<file path="config.mk">
export PLATFORM = sky130hd
export DESIGN_NAME = cacheNode
export DESIGN_NICKNAME = d
export VERILOG_FILES = /design/src/design/cachePkg.sv /design/src/design/setAssociativeCache.sv /design/src/design/writeThroughInvalidate.sv /design/src/design/cpuController.sv /design/src/design/cacheNode.sv
export SDC_FILE = /design/constraint.sdc
export NUM_CORES = 2
export LEC_CHECK = 0
export BUFFER_PORTS_ARGS = -buffer_cell sky130_fd_sc_hd__buf_4
export CAP_MARGIN = 20
export CELL_PAD_IN_SITES_DETAIL_PLACEMENT = 1
export CELL_PAD_IN_SITES_GLOBAL_PLACEMENT = 1
export CORE_ASPECT_RATIO = 0.9
export CORE_MARGIN = 1
export CORE_UTILIZATION = 50
export DETAILED_ROUTE_END_ITERATION = 10
export PLACE_DENSITY = 0.74
export SETUP_SLACK_MARGIN = 0.02
export SYNTH_ARGS = -nofsm -noshare
export SYNTH_HDL_FRONTEND = slang
export SYNTH_HIERARCHICAL = 1
export SYNTH_MEMORY_MAX_BITS = 65536
export SYNTH_SLANG_ARGS = --single-unit
</file>
<file path="constraint.sdc">
create_clock -name clock -period 11.2 [get_ports clock]
set_input_delay 1.68 -clock clock [delete_from_list [all_inputs] [get_ports clock]]
set_output_delay 1.68 -clock clock [all_outputs]
set_load 0.03 [all_outputs]
</file>
<file path="src/design/cachePkg.sv">
`default_nettype none

package cachePkg;

	// Cache geometry. Addresses count words, not bytes.
	localparam int addressWidth = 16;
	localparam int dataWidth = 32;
	localparam int offsetWidth = 2;
	localparam int indexWidth = 4;
	localparam int tagWidth = addressWidth - indexWidth - offsetWidth;
	localparam int ways = 2;
	localparam int lineWords = 1 << offsetWidth;
	localparam int sets = 1 << indexWidth; // Sets in each way.

	// Field positions in a word address: tag, index, offset from high to low.
	localparam int indexLsb = offsetWidth;
	localparam int tagLsb = offsetWidth + indexWidth;

	typedef logic [addressWidth-1:0] addressT;
	typedef logic [dataWidth-1:0] dataT;
	typedef logic [tagWidth-1:0] tagT;
	typedef logic [indexWidth-1:0] indexT;
	typedef logic [offsetWidth-1:0] offsetT;
	typedef logic [$clog2(ways)-1:0] wayT;

	localparam offsetT lastOffset = offsetT'(lineWords - 1); // Word that completes a fill.

	// No dirty state is needed since every write goes through to memory.
	typedef enum logic {
		invalid = 1'b0,
		valid = 1'b1
	} lineStateT;

	typedef enum logic [2:0] {
		idle,
		lookup,
		fill,
		writeThrough,
		respond
	} controllerStateT;

endpackage : cachePkg

`default_nettype wire

</file>
<file path="src/design/setAssociativeCache.sv">
`timescale 1ns/1ps
`default_nettype none

module setAssociativeCache (
	input logic clock,
	input logic rstN,
	input logic lookupEnable,
	input cachePkg::addressT lookupAddress,
	output logic lookupHit,
	output cachePkg::wayT lookupWay,
	output cachePkg::dataT lookupData,
	output cachePkg::wayT victimWay,
	input logic fillEnable,
	input cachePkg::wayT fillWay,
	input cachePkg::addressT fillAddress,
	input cachePkg::dataT fillData,
	input logic wordWriteEnable,
	input cachePkg::wayT wordWay,
	input cachePkg::addressT wordAddress,
	input cachePkg::dataT wordData,
	input logic probeEnable,
	input cachePkg::addressT probeAddress,
	output logic probeHit,
	output cachePkg::wayT probeWay,
	input logic invalidateEnable,
	input cachePkg::indexT invalidateIndex,
	input cachePkg::wayT invalidateWay
);
	import cachePkg::*;

	tagT tagArray [sets][ways];
	lineStateT stateArray [sets][ways];
	dataT dataArray [sets][ways][lineWords];
	wayT lruWay [sets]; // Way to replace next.

	tagT lookupTag;
	indexT lookupIndex;
	offsetT lookupOffset;
	tagT probeTag;
	indexT probeIndex;
	tagT fillTag;
	indexT fillIndex;
	offsetT fillOffset;
	indexT wordIndex;
	offsetT wordOffset;

	logic [ways-1:0] lookupMatch;
	logic [ways-1:0] probeMatch;
	wayT lookupMatchWay;
	wayT probeMatchWay;
	logic fillLast;

	assign lookupTag = lookupAddress[tagLsb +: tagWidth];
	assign lookupIndex = lookupAddress[indexLsb +: indexWidth];
	assign lookupOffset = lookupAddress[offsetWidth-1:0];
	assign probeTag = probeAddress[tagLsb +: tagWidth];
	assign probeIndex = probeAddress[indexLsb +: indexWidth];
	assign fillTag = fillAddress[tagLsb +: tagWidth];
	assign fillIndex = fillAddress[indexLsb +: indexWidth];
	assign fillOffset = fillAddress[offsetWidth-1:0];
	assign wordIndex = wordAddress[indexLsb +: indexWidth];
	assign wordOffset = wordAddress[offsetWidth-1:0];

	assign fillLast = fillEnable && fillOffset == lastOffset;

	// Both ports compare all ways of their set in parallel.
	always_comb begin
		lookupMatchWay = '0;
		probeMatchWay = '0;
		for (int w = 0; w < ways; w++) begin
			lookupMatch[w] = stateArray[lookupIndex][w] == valid
				&& tagArray[lookupIndex][w] == lookupTag;
			probeMatch[w] = stateArray[probeIndex][w] == valid
				&& tagArray[probeIndex][w] == probeTag;
			if (lookupMatch[w]) begin
				lookupMatchWay = wayT'(w);
			end
			if (probeMatch[w]) begin
				probeMatchWay = wayT'(w);
			end
		end
	end

	always_ff @(posedge clock or negedge rstN) begin
		if (!rstN) begin
			lookupHit <= 1'b0;
			lookupWay <= '0;
			victimWay <= '0;
			probeHit <= 1'b0;
			probeWay <= '0;
		end else begin
			probeHit <= probeEnable && |probeMatch; // One-cycle result strobe.
			if (probeEnable) begin
				probeWay <= probeMatchWay;
			end
			if (lookupEnable) begin
				lookupHit <= |lookupMatch;
				lookupWay <= lookupMatchWay;
				victimWay <= lruWay[lookupIndex];
			end
		end
	end

	// Line states and replacement order.
	always_ff @(posedge clock or negedge rstN) begin
		if (!rstN) begin
			for (int s = 0; s < sets; s++) begin
				lruWay[s] <= '0;
				for (int w = 0; w < ways; w++) begin
					stateArray[s][w] <= invalid;
				end
			end
		end else begin
			if (lookupEnable && |lookupMatch) begin
				lruWay[lookupIndex] <= ~lookupMatchWay;
			end
			if (fillEnable && fillOffset == '0) begin
				stateArray[fillIndex][fillWay] <= invalid; // Old line is gone once overwritten.
			end
			if (fillLast) begin
				stateArray[fillIndex][fillWay] <= valid;
				lruWay[fillIndex] <= ~fillWay;
			end
			// Last assignment, so it beats a fill of the same line.
			if (invalidateEnable) begin
				stateArray[invalidateIndex][invalidateWay] <= invalid;
			end
		end
	end

	always_ff @(posedge clock) begin
		if (lookupEnable) begin
			lookupData <= dataArray[lookupIndex][lookupMatchWay][lookupOffset];
		end
		if (fillEnable) begin
			dataArray[fillIndex][fillWay][fillOffset] <= fillData;
		end
		if (fillLast) begin
			tagArray[fillIndex][fillWay] <= fillTag;
		end
		if (wordWriteEnable) begin
			dataArray[wordIndex][wordWay][wordOffset] <= wordData;
		end
	end

endmodule : setAssociativeCache

`default_nettype wire

</file>
<file path="src/design/writeThroughInvalidate.sv">
`timescale 1ns/1ps
`default_nettype none

module writeThroughInvalidate (
	input logic clock,
	input logic rstN,
	input logic snoopWrite,
	input cachePkg::addressT snoopAddress,
	output logic probeEnable,
	output cachePkg::addressT probeAddress,
	input logic probeHit,
	input cachePkg::wayT probeWay,
	output logic invalidateEnable,
	output cachePkg::indexT invalidateIndex,
	output cachePkg::wayT invalidateWay
);
	import cachePkg::*;

	indexT heldIndex; // Set of the snooped write.

	// Another node wrote this word, so our copy of the line is stale.
	// Local writes go straight through and never need a writeback.
	assign probeEnable = snoopWrite;
	assign probeAddress = snoopAddress;

	always_ff @(posedge clock or negedge rstN) begin
		if (!rstN) begin
			heldIndex <= '0;
		end else if (snoopWrite) begin
			heldIndex <= snoopAddress[indexLsb +: indexWidth];
		end
	end

	// The probe hit strobe drops the matching line in the second cycle.
	assign invalidateEnable = probeHit;
	assign invalidateIndex = heldIndex;
	assign invalidateWay = probeWay;

endmodule : writeThroughInvalidate

`default_nettype wire

</file>
<file path="src/design/cpuController.sv">
`timescale 1ns/1ps
`default_nettype none

module cpuController (
	input logic clock,
	input logic rstN,
	input logic cpuReq,
	input logic cpuWrite,
	input cachePkg::addressT cpuAddress,
	input cachePkg::dataT cpuWriteData,
	output logic cpuDone,
	output cachePkg::dataT cpuReadData,
	output logic memRead,
	output logic memWrite,
	output cachePkg::addressT memAddress,
	output cachePkg::dataT memWriteData,
	input logic memDone,
	input cachePkg::dataT memReadData,
	output logic lookupEnable,
	output cachePkg::addressT lookupAddress,
	input logic lookupHit,
	input cachePkg::wayT lookupWay,
	input cachePkg::dataT lookupData,
	input cachePkg::wayT victimWay,
	output logic fillEnable,
	output cachePkg::wayT fillWay,
	output cachePkg::addressT fillAddress,
	output cachePkg::dataT fillData,
	output logic wordWriteEnable,
	output cachePkg::wayT wordWay,
	output cachePkg::addressT wordAddress,
	output cachePkg::dataT wordData
);
	import cachePkg::*;

	controllerStateT state;
	logic reqWrite;
	logic writeHit; // Write target is resident.
	offsetT fillOffset;
	addressT reqAddress;
	offsetT reqOffset;
	dataT reqData;
	dataT readData;

	assign reqOffset = reqAddress[offsetWidth-1:0];

	// The lookup starts in the request cycle, straight from the CPU.
	assign lookupEnable = state == idle && cpuReq;
	assign lookupAddress = cpuAddress;

	assign fillEnable = state == fill && memDone;
	assign fillAddress = {reqAddress[addressWidth-1:offsetWidth], fillOffset};
	assign fillData = memReadData;

	assign wordWriteEnable = state == writeThrough && memDone && writeHit;
	assign wordAddress = reqAddress;
	assign wordData = reqData;

	assign memAddress = (state == fill) ? fillAddress : reqAddress;
	assign memWriteData = reqData;

	assign cpuDone = state == respond;
	assign cpuReadData = readData;

	always_ff @(posedge clock or negedge rstN) begin
		if (!rstN) begin
			state <= idle;
			reqWrite <= 1'b0;
			writeHit <= 1'b0;
			fillOffset <= '0;
			memRead <= 1'b0;
			memWrite <= 1'b0;
		end else begin
			memRead <= 1'b0; // Memory strobes last one cycle.
			memWrite <= 1'b0;
			case (state)
				idle: begin
					if (cpuReq) begin
						reqWrite <= cpuWrite;
						state <= lookup;
					end
				end
				lookup: begin
					writeHit <= lookupHit;
					if (reqWrite) begin
						memWrite <= 1'b1;
						state <= writeThrough;
					end else if (lookupHit) begin
						state <= respond;
					end else begin
						fillOffset <= '0;
						memRead <= 1'b1;
						state <= fill;
					end
				end
				fill: begin
					if (memDone) begin
						if (fillOffset == lastOffset) begin
							state <= respond;
						end else begin
							fillOffset <= fillOffset + 1'b1;
							memRead <= 1'b1;
						end
					end
				end
				writeThrough: begin
					if (memDone) begin
						state <= respond;
					end
				end
				respond: state <= idle;
				default: state <= idle;
			endcase
		end
	end

	always_ff @(posedge clock) begin
		if (lookupEnable) begin
			reqAddress <= cpuAddress;
			reqData <= cpuWriteData;
		end
		if (state == lookup) begin
			readData <= lookupData;
			fillWay <= victimWay;
			wordWay <= lookupWay;
		end
		if (fillEnable && fillOffset == reqOffset) begin
			readData <= memReadData; // Requested word, caught on the way in.
		end
	end

endmodule : cpuController

`default_nettype wire

</file>
<file path="src/design/cacheNode.sv">
`timescale 1ns/1ps
`default_nettype none

module cacheNode (
	input logic clock,
	input logic rstN,
	input logic cpuReq,
	input logic cpuWrite,
	input cachePkg::addressT cpuAddress,
	input cachePkg::dataT cpuWriteData,
	output logic cpuDone,
	output cachePkg::dataT cpuReadData,
	output logic memRead,
	output logic memWrite,
	output cachePkg::addressT memAddress,
	output cachePkg::dataT memWriteData,
	input logic memDone,
	input cachePkg::dataT memReadData,
	input logic snoopWrite,
	input cachePkg::addressT snoopAddress
);
	import cachePkg::*;

	// Controller to cache.
	logic lookupEnable;
	addressT lookupAddress;
	logic lookupHit;
	wayT lookupWay;
	dataT lookupData;
	wayT victimWay;
	logic fillEnable;
	wayT fillWay;
	addressT fillAddress;
	dataT fillData;
	logic wordWriteEnable;
	wayT wordWay;
	addressT wordAddress;
	dataT wordData;

	// Snooping unit to cache.
	logic probeEnable;
	addressT probeAddress;
	logic probeHit;
	wayT probeWay;
	logic invalidateEnable;
	indexT invalidateIndex;
	wayT invalidateWay;

	cpuController controller (.*);

	setAssociativeCache cache (.*);

	writeThroughInvalidate snoop (.*);

endmodule : cacheNode

`default_nettype wire

</file>
# Word-level counts from Yosys, hierarchy flattened

Memory sizes are Yosys's and may differ from the RTL's.
Index checks and enable logic that the tools add are counted.

Flip-flop bits (word level): 180
RAM bits: 4,416
Bits of input ports: 102
Output and inout bits: 83
Logic and storage cells: 739
Memories: 2

$add $sub $neg: 1
$lt $le $gt $ge: 19
Equality and inequality tests: 17
Multiplexer cells: 330
Bitwise operators: 274
Reductions and logical operators: 30

Memories:

| memory          | depth | bits a word | rd ports | clocked after Yosys merged registers in | wr ports | line                      | text |
|---|---|---|---|---|---|---|---|
| cache.dataArray | 16    | 256         | 1        | 0                                       | 1        | setAssociativeCache.sv:33 | `dataT dataArray [sets][ways][lineWords];` |
| cache.tagArray  | 16    | 20          | 2        | 0                                       | 1        | setAssociativeCache.sv:31 | `tagT tagArray [sets][ways];` |

Operator list:

| operator                                                  | count |
|---|---|
| two-way mux 128 bit                                       | 5 |
| two-way mux 256 bit                                       | 2 |
| two-way mux 32 bit                                        | 9 |
| two-way mux 1 bit                                         | 273 |
| demux 128 bit (select 1 bit)                              | 2 |
| OR 1 bit                                                  | 256 |
| demux 32 bit (select 2 bit)                               | 2 |
| AND 32 bit                                                | 2 |
| binary-select mux 32 bit (select 2 bit)                   | 1 |
| NOT 32 bit                                                | 2 |
| equality test 10 bit                                      | 4 |
| bitwise mux 16 bit                                        | 2 |
| two-way mux 16 bit                                        | 2 |
| OR 32 bit                                                 | 1 |
| two-way mux 2 bit                                         | 11 |
| logical AND 1 bit                                         | 21 |
| greater-or-equal comparator 5 bit (second input constant) | 4 |
| two-way mux 20 bit                                        | 1 |
| NOT 4 -> 5 bit                                            | 4 |
| two-way mux 3 bit                                         | 6 |
| binary-select mux 2 bit (select 4 bit)                    | 2 |
| demux 2 bit (select 4 bit)                                | 2 |
| < comparator 5 x 1 -> 1 bit (second input constant)       | 3 |
| inequality test 2 bit (second input constant)             | 6 |
| 29 further kinds                                          | 48 |

# Depth between registers and ports, before layout

Word-level depth: 14
Mapped depth: 16
Depth with buffers taken out: 10

# Modules after synthesis

The synthesis kept the hierarchy.

By module, submodules not included:

| module                 | times used | cells an instance | area an instance (µm²) | sequential area each (µm²) |
|---|---|---|---|---|
| setAssociativeCache    | 1          | 12,966            | 227,763.4              | 134,894.4 |
| cpuController          | 1          | 273               | 4,186.5                | 2,687.6 |
| writeThroughInvalidate | 1          | 27                | 287.8                  | 100.1 |

# Least setup slack after synthesis

Ideal clock, no wire load.

Path kind: input to register
Start: input cpuReq
End: register cache/lruWay[1] in the netlist's numbering
Library setup time: 0.131 ns
Arrival time: 7.610 ns
Required time: 11.069 ns
Setup slack: 3.458 ns
Stages on the path: 11
Cells stage by stage: or3b_2 > nor2_1 > nor2b_1 > nand2_1 > a21boi_0 > o21ai_0 > nor4_1 > a32oi_1 > buf_2 > a2111oi_0 > o21ai_1

Cells in the longest elaborated chain, start to end: 5

Ends and longest elaborated chain:

| element                         | line                       | text |
|---|---|---|
| from (decl)                     | cacheNode.sv:7             | `input logic cpuReq,` |
| logical AND 1 bit *             | cpuController.sv:48        | `assign lookupEnable = state == idle && cpuReq;` |
| named net lookupEnable          | cacheNode.sv:25            | `logic lookupEnable;` |
| logical AND 1 bit *             | setAssociativeCache.sv:114 | `if (lookupEnable && \|lookupMatch) begin` |
| two-way mux 16 bit *            | setAssociativeCache.sv:114 |  |
| bitwise mux 16 bit              | setAssociativeCache.sv:122 | `lruWay[fillIndex] <= ~fillWay;` |
| two-way mux 16 bit *            | setAssociativeCache.sv:120 | `if (fillLast) begin` |
| to (signal, indexed assignment) | setAssociativeCache.sv:115 | `lruWay[lookupIndex] <= ~lookupMatchWay;` |
| to (signal, indexed assignment) | setAssociativeCache.sv:122 |  |
| to (decl)                       | setAssociativeCache.sv:34  | `wayT lruWay [sets];` |

Mark *: on every way through the listed nets, which the timed path passes. The rest lies on a longest branch.
A chain may end at the register's enable or synchronous reset.

# Worst setup path in the final report

Start: input cpuAddress[3]
End: register cache.lookupData[27] (data pin)

Cells in the longest elaborated chain, start to end: 13

Ends and longest elaborated chain:

| element                                                      | line                       | text |
|---|---|---|
| from (decl)                                                  | cacheNode.sv:9             | `input cachePkg::addressT cpuAddress,` |
| branches (longest 7 deep; another with memory (16 x 20 bit)) | n/a                        |  |
| two-way mux 128 bit (not written as such) * (3 in a row)     | setAssociativeCache.sv:133 | `lookupData <= dataArray[lookupIndex][lookupMatchWay][lookupOffset];` |
| binary-select mux 32 bit (select 2 bit) *                    | setAssociativeCache.sv:133 |  |
| two-way mux 32 bit (not written as such) * (2 in a row)      | setAssociativeCache.sv:133 |  |
| to (signal assigned)                                         | setAssociativeCache.sv:133 |  |
| to (decl)                                                    | setAssociativeCache.sv:11  | `output cachePkg::dataT lookupData,` |

Mark *: on every way between the ends. The select of a mux whose other input is x is not followed.

==> impl_metrics.tcl <==
set metrics [dict create \
    start_util 0.502 \
    cp-end-kind "register" \
    cp-start-kind "input port" \
    gp_congestion 0.910 \
    vias_per_cell 7.10 \
    drcViolationCount 0 \
    area_growth_pct 9.61 \
    vdd_drop_max_mv 0.189 \
    cts_resized 0 \
    syn_inst 13300 \
    register_area_um2 138000 \
    finalCriticalPeriod_ps 6860 \
    row_count 237 \
    p_sw_w 0.0104 \
    clockRootBuffer "clkbuf_16" \
    cts_max_level 5 \
    criticalPathCategory "in2reg" \
    first_iter_violations 20600 \
    yosys_warnings 6 \
    r2r-end "cache/lookupData[27]" \
    cts.clk_slew.worst_paths_ps 60 \
    final_core_util 0.550 \
    cts_tree "yes" \
    post-route-period-util 0.613 \
    dr_wl_met2_um 375000 \
    timing.setup.tns_ps 0 \
    r2r-start "cache/tagArray[15][9]" \
    syn_nets 13400 \
    power.density_nw_per_um2 157 \
    rr_worst_depth 10 \
    grt_max_degree 130 \
    seqPwrFrac 0.486 \
    nNetsFinal 12600 \
    clk_latency_ps 1070 \
    cts_sinks 4596 \
    setup_viol 0 \
    ant_nets 0 \
    wl_met3_um 95400 \
    worst-path-max-fanout 105 \
    drv_slew 0 \
    grt.overflow.total 0 \
    power.leakage_nw 81.4 \
    layout-drive-gt1-share 0.562 \
    multi_input_area_um2 88500 \
    rrSetupSlack_ps 6020 \
    core_um2 463000 \
    grt_pass1_vias 140000 \
    final_common_cell "edfxtp_1" \
    p_comb_frac 0.113 \
    worstPathArrival_ps 7650 \
    io_buffers 182 \
    io_pins 185 \
    grtUsageTotal 0.343 \
    worstMarginPinSlew_ps 1280 \
    min_path_type "reg2reg" \
    numCtsBuffers 481 \
    drt-met1-wl_um 304000 \
    grt_pass1_wl_um 1120000 \
    die-width_um 720 \
    final_cell_mix "edfxtp_1 (4530), mux2_2 (4143), mux4_2 (1459)" \
    num-fill-cells 40300 \
    finalWirelength_um 817000 \
    cts_setup_buffers 0 \
    rsz0062_at_grt "no" \
    status "finished clean" \
    hpwl_um 451000 \
    internal_power_w 0.0295 \
    antenna_found_initial 53 \
    syn_area_per_cell_um2 17.5 \
    die_area_um2 467000 \
    hold_viol_final 0 \
    fp.dieH_um 648 \
    wire_per_inst_um 42.9 \
    ctsHoldBuffers 0 \
    slew-limit-headroom 0.146 \
    cap_violations 0 \
    pwr-share-clk 0.401 \
    crit_required_ps 11990 \
    highest_layer "met5" \
    fin_skew_ps 59.4 \
    vias 135000 \
    timing.fmax_mhz 146 \
    crit_path_start "cpuAddress[3]" \
    cts_buffer_depth 4 \
    firstDrtPassIters 9 \
    crit_end "cache/lookupData[27]" \
    swShare 0.260 \
    synth_area_um2 232000 \
]
-- worst max-delay path, stage by stage --
cell,delay (ps)
buf_16,440
buf_4,910
mux4_2,440
o21ai_0,410
xnor2_1,160
or4_1,530
nand2_4,630
nand2_8,450
buf_4,600
a21oi_1,810
o31ai_1,110
-- area by class of cell --
| cell class | instances | area share |
|---|---|---|
| sequential | 4596 | 0.541 |
| clock inverter | 281 | 0.00949 |
| antenna | 15 | 0.000148 |
| tap | 6094 | 0.0300 |
| multi-input combinational | 6764 | 0.348 |
| clock buffer | 607 | 0.0499 |
| inverter | 30 | 0.000482 |
| timing repair buffer | 659 | 0.0210 |
-- power groups by stage --
stage          Clock (W)  Combinational, W  Sequential (W)
3_5_place_dp           0           0.00433          0.0198
6_report          0.0160           0.00450          0.0194
2_1_floorplan          0           0.00258          0.0197
4_1_cts           0.0160           0.00436          0.0194
3_3_place_gp           0           0.00415          0.0197
5_1_grt           0.0165           0.00460          0.0194
-- per-stage QoR --
step / total power, W / cell area (um2) / setup slack, ps / cells / hold WS [ps]
after floorplan: 0.0223 / 232000 / 3460 / 13300 / 421
after global placement: 0.0239 / 239000 / 3550 / 18100 / 430
after detailed placement: 0.0241 / 239000 / 3510 / 18100 / 443
after CTS: 0.0397 / 254000 / 4620 / 19000 / 458
after global routing: 0.0405 / 254000 / 4180 / 19000 / 471
final: 0.0398 / 254000 / 4340 / 19000 / 461
-- worst min path at each step --
stage	from	end	slack, ps	cells past startpoint
floorplan	cache/victimWay	controller/fillWay	420	0
global placement	cache/lookupWay	controller/wordWay	430	0
detailed placement	cache/lookupWay	controller/wordWay	440	0
CTS	cache/lookupWay	controller/wordWay	460	0
global route	cache/lookupWay	controller/wordWay	470	0
finish	cache/victimWay	controller/fillWay	460	0
-- flip-flops by register name, indices dropped and copies added, names as in the netlist, 16 cells and up --
register / cells
cache/dataArray: 4096
cache/lookupData: 32
cache/lruWay: 16
cache/stateArray: 32
cache/tagArray: 320
controller/cpuReadData: 32
controller/memWriteData: 32
controller/wordAddress: 16
-- routing by layer --
metal | global-route usage | vias up
li1 | - | 51700
met1 | 0.458 | 72800
met2 | 0.532 | 8774
met3 | 0.0880 | 1795
met4 | 0.157 | 22
met5 | 0 | -
(Power assumes the default switching activity.)
